File: src/spdif_pkg.sv
// shared types and fixed IEC 60958 subframe constants for the S/PDIF receiver
// constants describe the standard frame layout and are not meant to be changed
package spdif_pkg;

    // decoder lock progress
    typedef enum logic [1:0] {
        st_find_start,
        st_find_b,
        st_locked
    } lock_state_t;

    // kind of preamble that opened a subframe
    // B and M both carry channel A, W carries channel B
    typedef enum logic [1:0] {
        pre_none,
        pre_b,
        pre_m,
        pre_w
    } preamble_t;

    // audio sample width, aux nibble folded in as the low bits
    localparam int sample_width = 24;

    // bit cells per subframe, preamble included
    localparam int subframe_bits = 32;

    // frames per channel status block
    localparam int cs_block_frames = 192;

    // channel status bits made visible to the user
    localparam int cs_word_bits = 32;

endpackage
File: src/spdif_rx_top.sv
`timescale 1ns/1ps
// S/PDIF receiver top; clk_per_bit must be 4
// validity bit is decoded but not forwarded
module spdif_rx_top #(
    parameter int clk_per_bit = 4
) (
    input  logic                                clk,
    input  logic                                rst,
    input  logic                                signal,
    input  logic                                ack,
    output logic                                locked,
    output logic [spdif_pkg::sample_width-1:0]  pair_left,
    output logic [spdif_pkg::sample_width-1:0]  pair_right,
    output logic                                req,
    output logic                                overrun,
    output logic [spdif_pkg::cs_word_bits-1:0]  cs_word,
    output logic                                cs_valid
);

    logic                               sub_valid;
    spdif_pkg::preamble_t               sub_kind;
    logic [spdif_pkg::sample_width-1:0] sub_sample;
    logic                               sub_cs_bit;

    spdif_dai #(
        .clk_per_bit (clk_per_bit)
    ) dai_i (
        .clk          (clk),
        .rst          (rst),
        .signal       (signal),
        .locked       (locked),
        .sub_valid    (sub_valid),
        .sub_kind     (sub_kind),
        .sub_sample   (sub_sample),
        .sub_validity (),
        .sub_cs_bit   (sub_cs_bit)
    );

    spdif_cs_capture cs_i (
        .clk        (clk),
        .rst        (rst),
        .sub_valid  (sub_valid),
        .sub_kind   (sub_kind),
        .sub_cs_bit (sub_cs_bit),
        .cs_word    (cs_word),
        .cs_valid   (cs_valid)
    );

    spdif_sample_port port_i (
        .clk        (clk),
        .rst        (rst),
        .sub_valid  (sub_valid),
        .sub_kind   (sub_kind),
        .sub_sample (sub_sample),
        .ack        (ack),
        .pair_left  (pair_left),
        .pair_right (pair_right),
        .req        (req),
        .overrun    (overrun)
    );

endmodule

File: src/spdif_sample_port.sv
`timescale 1ns/1ps
// left/right pair register with a four-phase req/ack handshake
// single pair of storage; a pair completing while busy is lost and sets overrun
module spdif_sample_port (
    input  logic                                clk,
    input  logic                                rst,
    input  logic                                sub_valid,
    input  spdif_pkg::preamble_t                sub_kind,
    input  logic [spdif_pkg::sample_width-1:0]  sub_sample,
    input  logic                                ack,
    output logic [spdif_pkg::sample_width-1:0]  pair_left,
    output logic [spdif_pkg::sample_width-1:0]  pair_right,
    output logic                                req,
    output logic                                overrun
);

    typedef enum logic [1:0] {
        hs_idle,
        hs_req,
        hs_release
    } hs_state_t;

    hs_state_t hs_state;

    logic [spdif_pkg::sample_width-1:0] left_q;
    logic                               left_ok;
    logic                               take_left;
    logic                               pair_done;

    // B and M both open a frame on channel A
    assign take_left = sub_valid &&
                       (sub_kind == spdif_pkg::pre_b || sub_kind == spdif_pkg::pre_m);
    // W without a channel A sample before it is ignored
    assign pair_done = sub_valid && sub_kind == spdif_pkg::pre_w && left_ok;

    always_ff @(posedge clk) begin
        if (take_left) begin
            left_q <= sub_sample;
        end
        if (pair_done && hs_state == hs_idle) begin
            pair_left  <= left_q;
            pair_right <= sub_sample;
        end
    end

    always_ff @(posedge clk) begin
        if (rst) begin
            hs_state <= hs_idle;
            left_ok  <= 1'b0;
            overrun  <= 1'b0;
        end else begin
            if (take_left) begin
                left_ok <= 1'b1;
            end else if (pair_done) begin
                left_ok <= 1'b0;
            end

            case (hs_state)
                hs_idle: begin
                    if (pair_done) begin
                        hs_state <= hs_req;
                    end
                end
                hs_req: begin
                    if (ack) begin
                        hs_state <= hs_release;
                    end
                end
                hs_release: begin
                    // wait for the consumer to drop ack
                    if (!ack) begin
                        hs_state <= hs_idle;
                    end
                end
                default: hs_state <= hs_idle;
            endcase

            if (pair_done && hs_state != hs_idle) begin
                overrun <= 1'b1;
            end
        end
    end

    assign req = hs_state == hs_req;

endmodule

File: src/spdif_cs_capture.sv
`timescale 1ns/1ps
// channel status capture from channel A, block aligned to the B preamble
// only the first 32 bits of a block are kept; cs_valid stays high once a block completes
module spdif_cs_capture (
    input  logic                                 clk,
    input  logic                                 rst,
    input  logic                                 sub_valid,
    input  spdif_pkg::preamble_t                 sub_kind,
    input  logic                                 sub_cs_bit,
    output logic [spdif_pkg::cs_word_bits-1:0]   cs_word,
    output logic                                 cs_valid
);

    localparam int cnt_w = $clog2(spdif_pkg::cs_block_frames);
    localparam logic [cnt_w-1:0] last_frame = cnt_w'(spdif_pkg::cs_block_frames - 1);
    localparam logic [cnt_w-1:0] word_frames = cnt_w'(spdif_pkg::cs_word_bits);

    logic [cnt_w-1:0]                   frame_cnt;
    logic                               in_block;
    logic [spdif_pkg::cs_word_bits-1:0] cs_shift;
    logic                               is_b;
    logic                               is_m;

    assign is_b = sub_valid && sub_kind == spdif_pkg::pre_b;
    assign is_m = sub_valid && sub_kind == spdif_pkg::pre_m && in_block;

    // frame 0 ends up in bit 0 after 32 shifts
    always_ff @(posedge clk) begin
        if (is_b || (is_m && frame_cnt < word_frames)) begin
            cs_shift <= {sub_cs_bit, cs_shift[spdif_pkg::cs_word_bits-1:1]};
        end
        if (is_m && frame_cnt == last_frame) begin
            cs_word <= cs_shift;
        end
    end

    always_ff @(posedge clk) begin
        if (rst) begin
            frame_cnt <= '0;
            in_block  <= 1'b0;
            cs_valid  <= 1'b0;
        end else if (is_b) begin
            // B always starts a fresh block, short blocks are dropped
            frame_cnt <= cnt_w'(1);
            in_block  <= 1'b1;
        end else if (is_m) begin
            if (frame_cnt == last_frame) begin
                in_block <= 1'b0;
                cs_valid <= 1'b1;
            end else begin
                frame_cnt <= frame_cnt + 1'b1;
            end
        end
    end

endmodule

File: src/spdif_dai.sv
`timescale 1ns/1ps
// biphase-mark subframe decoder, line sampled at a fixed 4 clocks per bit cell
// no clock recovery; phase is aligned once by the preamble search, then free-runs
module spdif_dai #(
    parameter int clk_per_bit = 4
) (
    input  logic                                clk,
    input  logic                                rst,
    input  logic                                signal,
    output logic                                locked,
    output logic                                sub_valid,
    output spdif_pkg::preamble_t                sub_kind,
    output logic [spdif_pkg::sample_width-1:0]  sub_sample,
    output logic                                sub_validity,
    output logic                                sub_cs_bit
);

    localparam int half_cell = clk_per_bit / 2;
    localparam int sub_clks  = clk_per_bit * spdif_pkg::subframe_bits;
    localparam int phase_w   = $clog2(sub_clks);
    localparam int data_bits = spdif_pkg::subframe_bits - 4;

    localparam logic [phase_w-1:0] phase_run_end = phase_w'(half_cell * 3 - 1);
    localparam logic [phase_w-1:0] phase_pre_end = phase_w'(clk_per_bit * 4 - 1);
    localparam logic [phase_w-1:0] phase_sub_end = phase_w'(sub_clks - 1);

    // first half-cell in the msb, line low before the preamble
    localparam logic [7:0] code_b = 8'b1110_1000;
    localparam logic [7:0] code_m = 8'b1110_0010;
    localparam logic [7:0] code_w = 8'b1110_0100;

    spdif_pkg::lock_state_t state;
    spdif_pkg::preamble_t   pre_kind;
    spdif_pkg::preamble_t   kind_q;

    logic [phase_w-1:0]   phase;
    logic                 sig_d;
    logic [6:0]           hc_hist;
    logic [7:0]           pre_code;
    logic [data_bits-1:0] data_sr;
    logic [data_bits-1:0] data_next;
    logic                 half_end;
    logic                 cell_end;
    logic                 in_data;
    logic                 cell_bit;

    // sample points near the end of each half-cell and bit cell
    assign half_end = (int'(phase) % half_cell) == half_cell - 1;
    assign cell_end = (int'(phase) % clk_per_bit) == clk_per_bit - 1;
    assign in_data  = phase > phase_pre_end;

    // a cell carries a 1 when its two halves differ
    assign cell_bit  = signal ^ hc_hist[0];
    assign data_next = {cell_bit, data_sr[data_bits-1:1]};

    assign pre_code = {hc_hist, signal};

    always_comb begin
        case (pre_code)
            code_b, ~code_b: pre_kind = spdif_pkg::pre_b;
            code_m, ~code_m: pre_kind = spdif_pkg::pre_m;
            code_w, ~code_w: pre_kind = spdif_pkg::pre_w;
            default:         pre_kind = spdif_pkg::pre_none;
        endcase
    end

    // half-cell history and payload shift, lsb of the sample arrives first
    always_ff @(posedge clk) begin
        sig_d <= signal;
        if (half_end) begin
            hc_hist <= {hc_hist[5:0], signal};
        end
        if (cell_end && in_data) begin
            data_sr <= data_next;
        end
        if (phase == phase_pre_end) begin
            kind_q <= pre_kind;
        end
    end

    always_ff @(posedge clk) begin
        if (rst) begin
            state     <= spdif_pkg::st_find_start;
            phase     <= '0;
            sub_valid <= 1'b0;
        end else begin
            sub_valid <= 1'b0;
            case (state)
                spdif_pkg::st_find_start: begin
                    // any edge restarts the run of three equal half-cells
                    if (signal != sig_d) begin
                        phase <= phase_w'(1);
                    end else begin
                        phase <= phase + 1'b1;
                        if (phase == phase_run_end) begin
                            state <= spdif_pkg::st_find_b;
                        end
                    end
                end
                spdif_pkg::st_find_b: begin
                    phase <= phase + 1'b1;
                    if (phase == phase_pre_end) begin
                        if (pre_kind == spdif_pkg::pre_b) begin
                            state <= spdif_pkg::st_locked;
                        end else begin
                            state <= spdif_pkg::st_find_start;
                            phase <= '0;
                        end
                    end
                end
                spdif_pkg::st_locked: begin
                    if (phase == phase_sub_end) begin
                        phase <= '0;
                        // even parity over cells 4..31, parity cell included
                        sub_valid <= ~(^data_next);
                    end else begin
                        phase <= phase + 1'b1;
                    end
                    if (phase == phase_pre_end && pre_kind == spdif_pkg::pre_none) begin
                        state <= spdif_pkg::st_find_start;
                        phase <= '0;
                    end
                end
                default: begin
                    state <= spdif_pkg::st_find_start;
                    phase <= '0;
                end
            endcase
        end
    end

    assign locked = state == spdif_pkg::st_locked;

    // layout after 28 cells: sample, V, U, C, P
    assign sub_kind     = kind_q;
    assign sub_sample   = data_sr[spdif_pkg::sample_width-1:0];
    assign sub_validity = data_sr[spdif_pkg::sample_width];
    assign sub_cs_bit   = data_sr[spdif_pkg::sample_width+2];

endmodule

File: config.mk
export PLATFORM = sky130hd
export DESIGN_NAME = spdif_rx_top
export DESIGN_NICKNAME = d
export VERILOG_FILES = /design/src/spdif_pkg.sv /design/src/spdif_rx_top.sv /design/src/spdif_sample_port.sv /design/src/spdif_cs_capture.sv /design/src/spdif_dai.sv
export SDC_FILE = /design/constraint.sdc
export NUM_CORES = 1
export LEC_CHECK = 0
export BUFFER_PORTS_ARGS = -buffer_cell sky130_fd_sc_hd__buf_4
export CORE_AREA = 5 5 101 151
export CTS_CLUSTER_DIAMETER = 80
export DETAILED_ROUTE_END_ITERATION = 10
export DIE_AREA = 0 0 106 156
export PLACE_DENSITY = 0.84
export SLEW_MARGIN = 40
export SYNTH_ARGS = -nofsm -noshare
export SYNTH_HDL_FRONTEND = slang
export SYNTH_SLANG_ARGS = --single-unit
export TNS_END_PERCENT = 20
File: constraint.sdc
create_clock -name clk -period 4.2 [get_ports clk]
set_input_delay 0.21 -clock clk [delete_from_list [all_inputs] [get_ports clk]]
set_output_delay 0.21 -clock clk [all_outputs]
set_load 0.05 [all_outputs]
# Yosys cells after proc, flatten, opt, wreduce, memory -nomap -nowiden
# Index checks and enable logic that the tools add are counted.
# Widths: inputs -> output; s select.
[classes]
add_sub_neg = 2
reduce_logical = 33
eq_ne = 28
mux = 25
magnitude_cmp = 2
bitwise = 6
[ops]
columns = ["op", "count"]
rows = [
  ["$mux 7", 5],
  ["$eq 8x8->1 const B", 4],
  ["$reduce_xor 28->1", 1],
  ["$eq 8x5->1 const B", 3],
  ["$pmux 7 s3", 1],
  ["$pmux 2 s3", 3],
  ["$mux 2", 8],
  ["$logic_and 1x1->1", 12],
  ["$eq 2x1->1 const B", 5],
  ["$ne 2x1->1 const B", 5],
  ["$add 8x1->8 const B", 1],
  ["$eq 2x2->1 const B", 4],
  ["$lt 8x6->1 const B", 1],
  ["$mux 1", 8],
  ["$reduce_bool 2->1", 4],
  ["$reduce_or 2->1", 4],
  ["$add 7x1->7 const B", 1],
  ["$eq 7x3->1 const B", 1],
  ["$eq 7x4->1 const B", 1],
  ["$eq 7x7->1 const B", 1],
  ["$gt 7x4->1 const B", 1],
  ["$logic_not 2->1", 3],
  ["$ne 2x2->1 const B", 3],
  ["$reduce_and 2->1", 3],
  ["7 further kinds", 13],
]
[word_totals]
output_inout_bits = 84
regBits = 198
word_cells = 115
input_bits = 4

# Depth between registers and ports, before layout
[depth]
depth_word = 7
ltp_mapped = 9
mapped_depth_nobuf = 9

# Hierarchy
# A second synthesis with hierarchy kept.
[unflattened]
cells_unflattened = 384
hier_area_um2 = 7153.1
[modules_own_cells]
columns = ["module", "area_per_inst_um2", "n_inst", "cells_per_inst", "seq_area_each_um2"]
rows = [
  ["spdif_cs_capture", 2478.6, 1, 118, 2122.0],
  ["spdif_sample_port", 2349.8, 1, 90, 2242.2],
  ["spdif_dai", 2324.7, 1, 176, 1331.3],
]

# Worst setup path after synthesis
# Ideal clock, no wire load.
[synth_timing]
path_type = "register to register"
from = "register dai_i.kind_q[0], in the netlist dai_i.sub_kind[0]"
to = "register cs_i.cs_shift[0] (netlist bit) (enable)"
n_path_buf = 0
arrival_time_ns = 4.043
synth_period_minus_slack_ns = 4.554
stages_incl_launch_ff = 5
t_required_ns = 3.689
setup_ns = 0.511
setup_slack_ns = -0.354
cell_sequence = "edfxtp_1 -> inv_1 -> ha_1 -> nand3_1 -> o41ai_1"
[synth_between]
elab_chain_len = 5
elab_cells_between_ends = 7
cone_classes = "eq/ne: 2; reduce/logical: 5"
[synth_lines]
columns = ["item", "line_no", "source"]
rows = [
  ["start: declaration", "spdif_dai.sv:34", "spdif_pkg::preamble_t kind_q;"],
  ["start signal: assignment", "spdif_dai.sv:77", "kind_q <= pre_kind;"],
  ["$eq 2x2->1", "spdif_cs_capture.sv:25", "assign is_m = sub_valid && sub_kind == spdif_pkg::pre_m && in_block;"],
  ["$logic_and 1x1->1 (2 in a row)", "spdif_cs_capture.sv:25", ""],
  ["$logic_and 1x1->1", "spdif_cs_capture.sv:29", "if (is_b || (is_m && frame_cnt < word_frames)) begin"],
  ["$logic_or 1x1->1 (*)", "spdif_cs_capture.sv:29", ""],
  ["end signal: assignment", "spdif_cs_capture.sv:30", "cs_shift <= {sub_cs_bit, cs_shift[spdif_pkg::cs_word_bits-1:1]};"],
  ["end: declaration", "spdif_cs_capture.sv:20", "logic [spdif_pkg::cs_word_bits-1:0] cs_shift;"],
]
# Every way passes the cells marked *; elsewhere a longest branch is shown, timed or not.
# A chain may end at the register's enable or synchronous reset.

# Worst setup path in the final report
[layout_timing]
from = "register dai_i.phase[0]"
to = "register dai_i.phase[4]"
[layout_between]
elab_chain_len = 4
elab_cells_between_ends = 10
cone_classes = "add/sub: 1; eq/ne: 2; mux: 6; reduce/logical: 1"
[layout_lines]
columns = ["item", "line_no", "source"]
rows = [
  ["start: declaration", "spdif_dai.sv:36", "logic [phase_w-1:0] phase;"],
  ["start signal: assignment", "spdif_dai.sv:92", "phase <= phase_w'(1);"],
  ["start signal: assignment", "spdif_dai.sv:94", "phase <= phase + 1'b1;"],
  ["start signal: assignment", "spdif_dai.sv:101", "phase <= phase + 1'b1;"],
  ["$add 7x1->7 (tied with other cells)", "spdif_dai.sv:94, spdif_dai.sv:101, spdif_dai.sv:117", ""],
  ["$mux 7 (tied with other cells)", "spdif_dai.sv:112", "if (phase == phase_sub_end) begin"],
  ["$mux 7 (on tied branches)", "spdif_dai.sv:119, spdif_dai.sv:102", ""],
  ["$pmux 7 s3 (*)", "spdif_dai.sv:88", "case (state)"],
]
# Marked as above.

==> flow_metrics.tcl <==
set metrics [dict create \
    synth-edff-count 173 \
    antenna_found_initial 0 \
    stdcell_count 652 \
    die_area_um2 16500 \
    syn-cell-area_um2 6870 \
    critPathTopFamily "simple AND/OR/NAND/NOR gates" \
    peakVddDrop_mv 0.245 \
    ys_types 44 \
    ys_warn_count 0 \
    slew_headroom_pct 50.3 \
    powerDensity_nw_per_um2 441 \
    max_stage_delay_ns 0.59 \
    syn_avg_cell_area_um2 18.7 \
    cp.arrival_ns 2.47 \
    viasPerCell 5.17 \
    drtPass1Iterations 4 \
    drive_gt1_share_pct 28.5 \
    gr-total-overflow 0 \
    io_buffers 87 \
    clk_path_buf_depth 2 \
    synth_area_leaders "edfxtp_1 76%, dfxtp_1 7.3%, xnor2_1 3.7%, ha_1 1.8%, xor2_1 1.4%" \
    tritoncts "done" \
    critPathSlowestCell "dfxtp_1" \
    yosys.area.top_type "edfxtp_1" \
    power_leakage_nw 2.94 \
    rsz0062_at_grt "no" \
    dr_total_vias 3374 \
    path_cells "ha_1 > and3_1 > nand2_1 > nor3_4 > a21oi_1 > o221ai_1 > nor2_1" \
    clockRootBuffer "clkbuf_16" \
    ant_nets 0 \
    endpoint_kind "flop" \
    wl_per_cell_um 17.3 \
    fin_nets 489 \
    grtUsageTotal_pct 14.2 \
    diodes 0 \
    grt_max_degree 49 \
    cp.required_ns 4.50 \
    area_delta_synth_final_pct 21.7 \
    drt_wl_total_mm 11.3 \
    synth_most_common_cell "edfxtp_1" \
    drv_cap 0 \
    hold_viol_final 0 \
    slew_viol_final 0 \
    syn_inst 367 \
    netlist.area_leader.share_pct 75.6 \
    cts.sinks 198 \
    worstPathMaxFanout 12 \
    ys_ff_latch 198 \
    std_cell_rows 53 \
    dp.cells 620 \
    drtIter0Drc 193 \
    htree_levels 4 \
    numCtsBuffers 17 \
    status "finished, final reports clean" \
    drcViolationCount 0 \
    synthArstFlopShare_pct 0 \
    dp_hpwl_mm 7.51 \
    die_w_um 106 \
    synth_fp_nets 381 \
    fin_worst_skew_ns 0.00874 \
    grt_pass1_vias 3424 \
    final.setup.tns_ns 0 \
    initial_core_util_pct 49.8 \
    fin_crit_sh_pct 51.6 \
    reg2reg_from "dai_i.phase[0]" \
    finalWorstPathRequiredPeriod_ns 2.17 \
    fmax_mhz 462 \
    yosysSeqAreaShare_pct 82.9 \
    synthFlopType "edfxtp_1" \
    holdCritStartpoint "rst" \
    coreArea_um2 13800 \
    worst_skew_pair.late_latency_ns 0.42 \
    crit_type "flop to flop" \
    routabilityCongestion 0.804 \
    io_pins 88 \
    hold_class "primary input to flop" \
    finalSetupViolations 0 \
    grt_pass1_wl_mm 18.0 \
    cts.clk_slew.worst_paths_ns 0.07 \
    synthTopCellsByCount "173 x edfxtp_1, 29 x xnor2_1, 25 x dfxtp_1, 18 x nor2_1" \
    worst-path-buf-inv 0 \
    die_h_um 156 \
    worstSetupStartpoint "dai_i.phase[0]" \
    start_kind "flop" \
    tightest_slew_ns 0.744 \
]
[sequential cells by signal, indices dropped and copies added, names as in the netlist]
register / cells
dai_i.state: 2
port_i.overrun: 1
dai_i.sub_valid: 1
port_i.hs_state: 2
cs_i.frame_cnt: 8
dai_i.sub_kind: 2
cs_i.cs_word: 32
dai_i.data_sr: 28
cs_i.cs_shift: 32
port_i.left_q: 24
dai_i.phase: 7
cs_i.in_block: 1
port_i.pair_left: 24
port_i.left_ok: 1
port_i.pair_right: 24
dai_i.hc_hist: 7
dai_i.sig_d: 1
cs_i.cs_valid: 1
[per-layer routing]
layer	global-route usage, %	vias to the layer above	wire length (µm)
met3	4.31	19	546
li1	-	1580	-
met1	15.7	1664	4380
met4	5.56	0	203
met5	0	-	0
met2	25.7	111	6150
[final cells by class]
class	count	area [µm²]
flip-flops and latches	198	5700
fillers	949	5430
multi-input cells	154	1160
repair buffers	92	693
clock buffers	17	425
well taps	165	206
clock inverters	14	141
inverters	12	45.0
[power breakdown]
group | internal (mW) | switching (mW)
clock network | 0.785 | 0.738
registers | 2.12 | 0.00985
logic | 0.0179 | 0.0210
total | 2.92 | 0.768
[stage by stage]
stage               setup WS (ns)  hold WS (ns)  cell area (µm²)  total power [mW]  util, %
floorplan                  -0.274         0.238             6880              2.19        -
global placement             2.02         0.371             7780              2.20     56.4
detailed placement           2.04         0.377             7790              2.21     56.4
CTS                          2.03        0.0719             8360              3.71     60.6
global route                 1.84        0.0734             8360              3.81     60.6
finish                       2.03        0.0872             8360              3.69     60.6
[cells by family (layout without fill, tap and decap cells)]
group	after synthesis	after routing	share of synthesized area, %
mux	4	4	0.656
compound gates	29	29	2.88
simple gates	71	71	5.81
xor+xnor	40	40	5.10
fa+ha+maj	10	10	1.82
flops	198	198	82.9
buf+inv	15	135	0.820
[timing repair]
action                                 CTS  global route
endpoints found under the hold margin    1             0
gates resized for setup                  0             0
buffers inserted                         0             0
hold buffers                             1             0
[worst paths after layout]
check | end | slack (ns) | cells after the start
hold reg to reg | port_i.pair_left[16] | 0.42 | 0
setup / recovery | dai_i.phase[4] | 2.03 | 7
hold / removal | cs_i.in_block | 0.09 | 2
setup reg to reg | dai_i.phase[4] | 2.03 | 7
[layout by cell type (no fill, tap or decap), drive strengths merged, types with 5 or more instances in the layout]
cell type / instances
xor2: 11
xnor2: 29
nor3: 5
and3: 6
inv: 17
buf: 91
a21oi: 15
clkbuf: 17
nand3: 5
clkinv: 7
nor2b: 5
nor2: 19
edfxtp: 173
ha: 10
nand2b: 5
nand2: 14
dfxtp: 25
(Power assumes the default switching activity.)
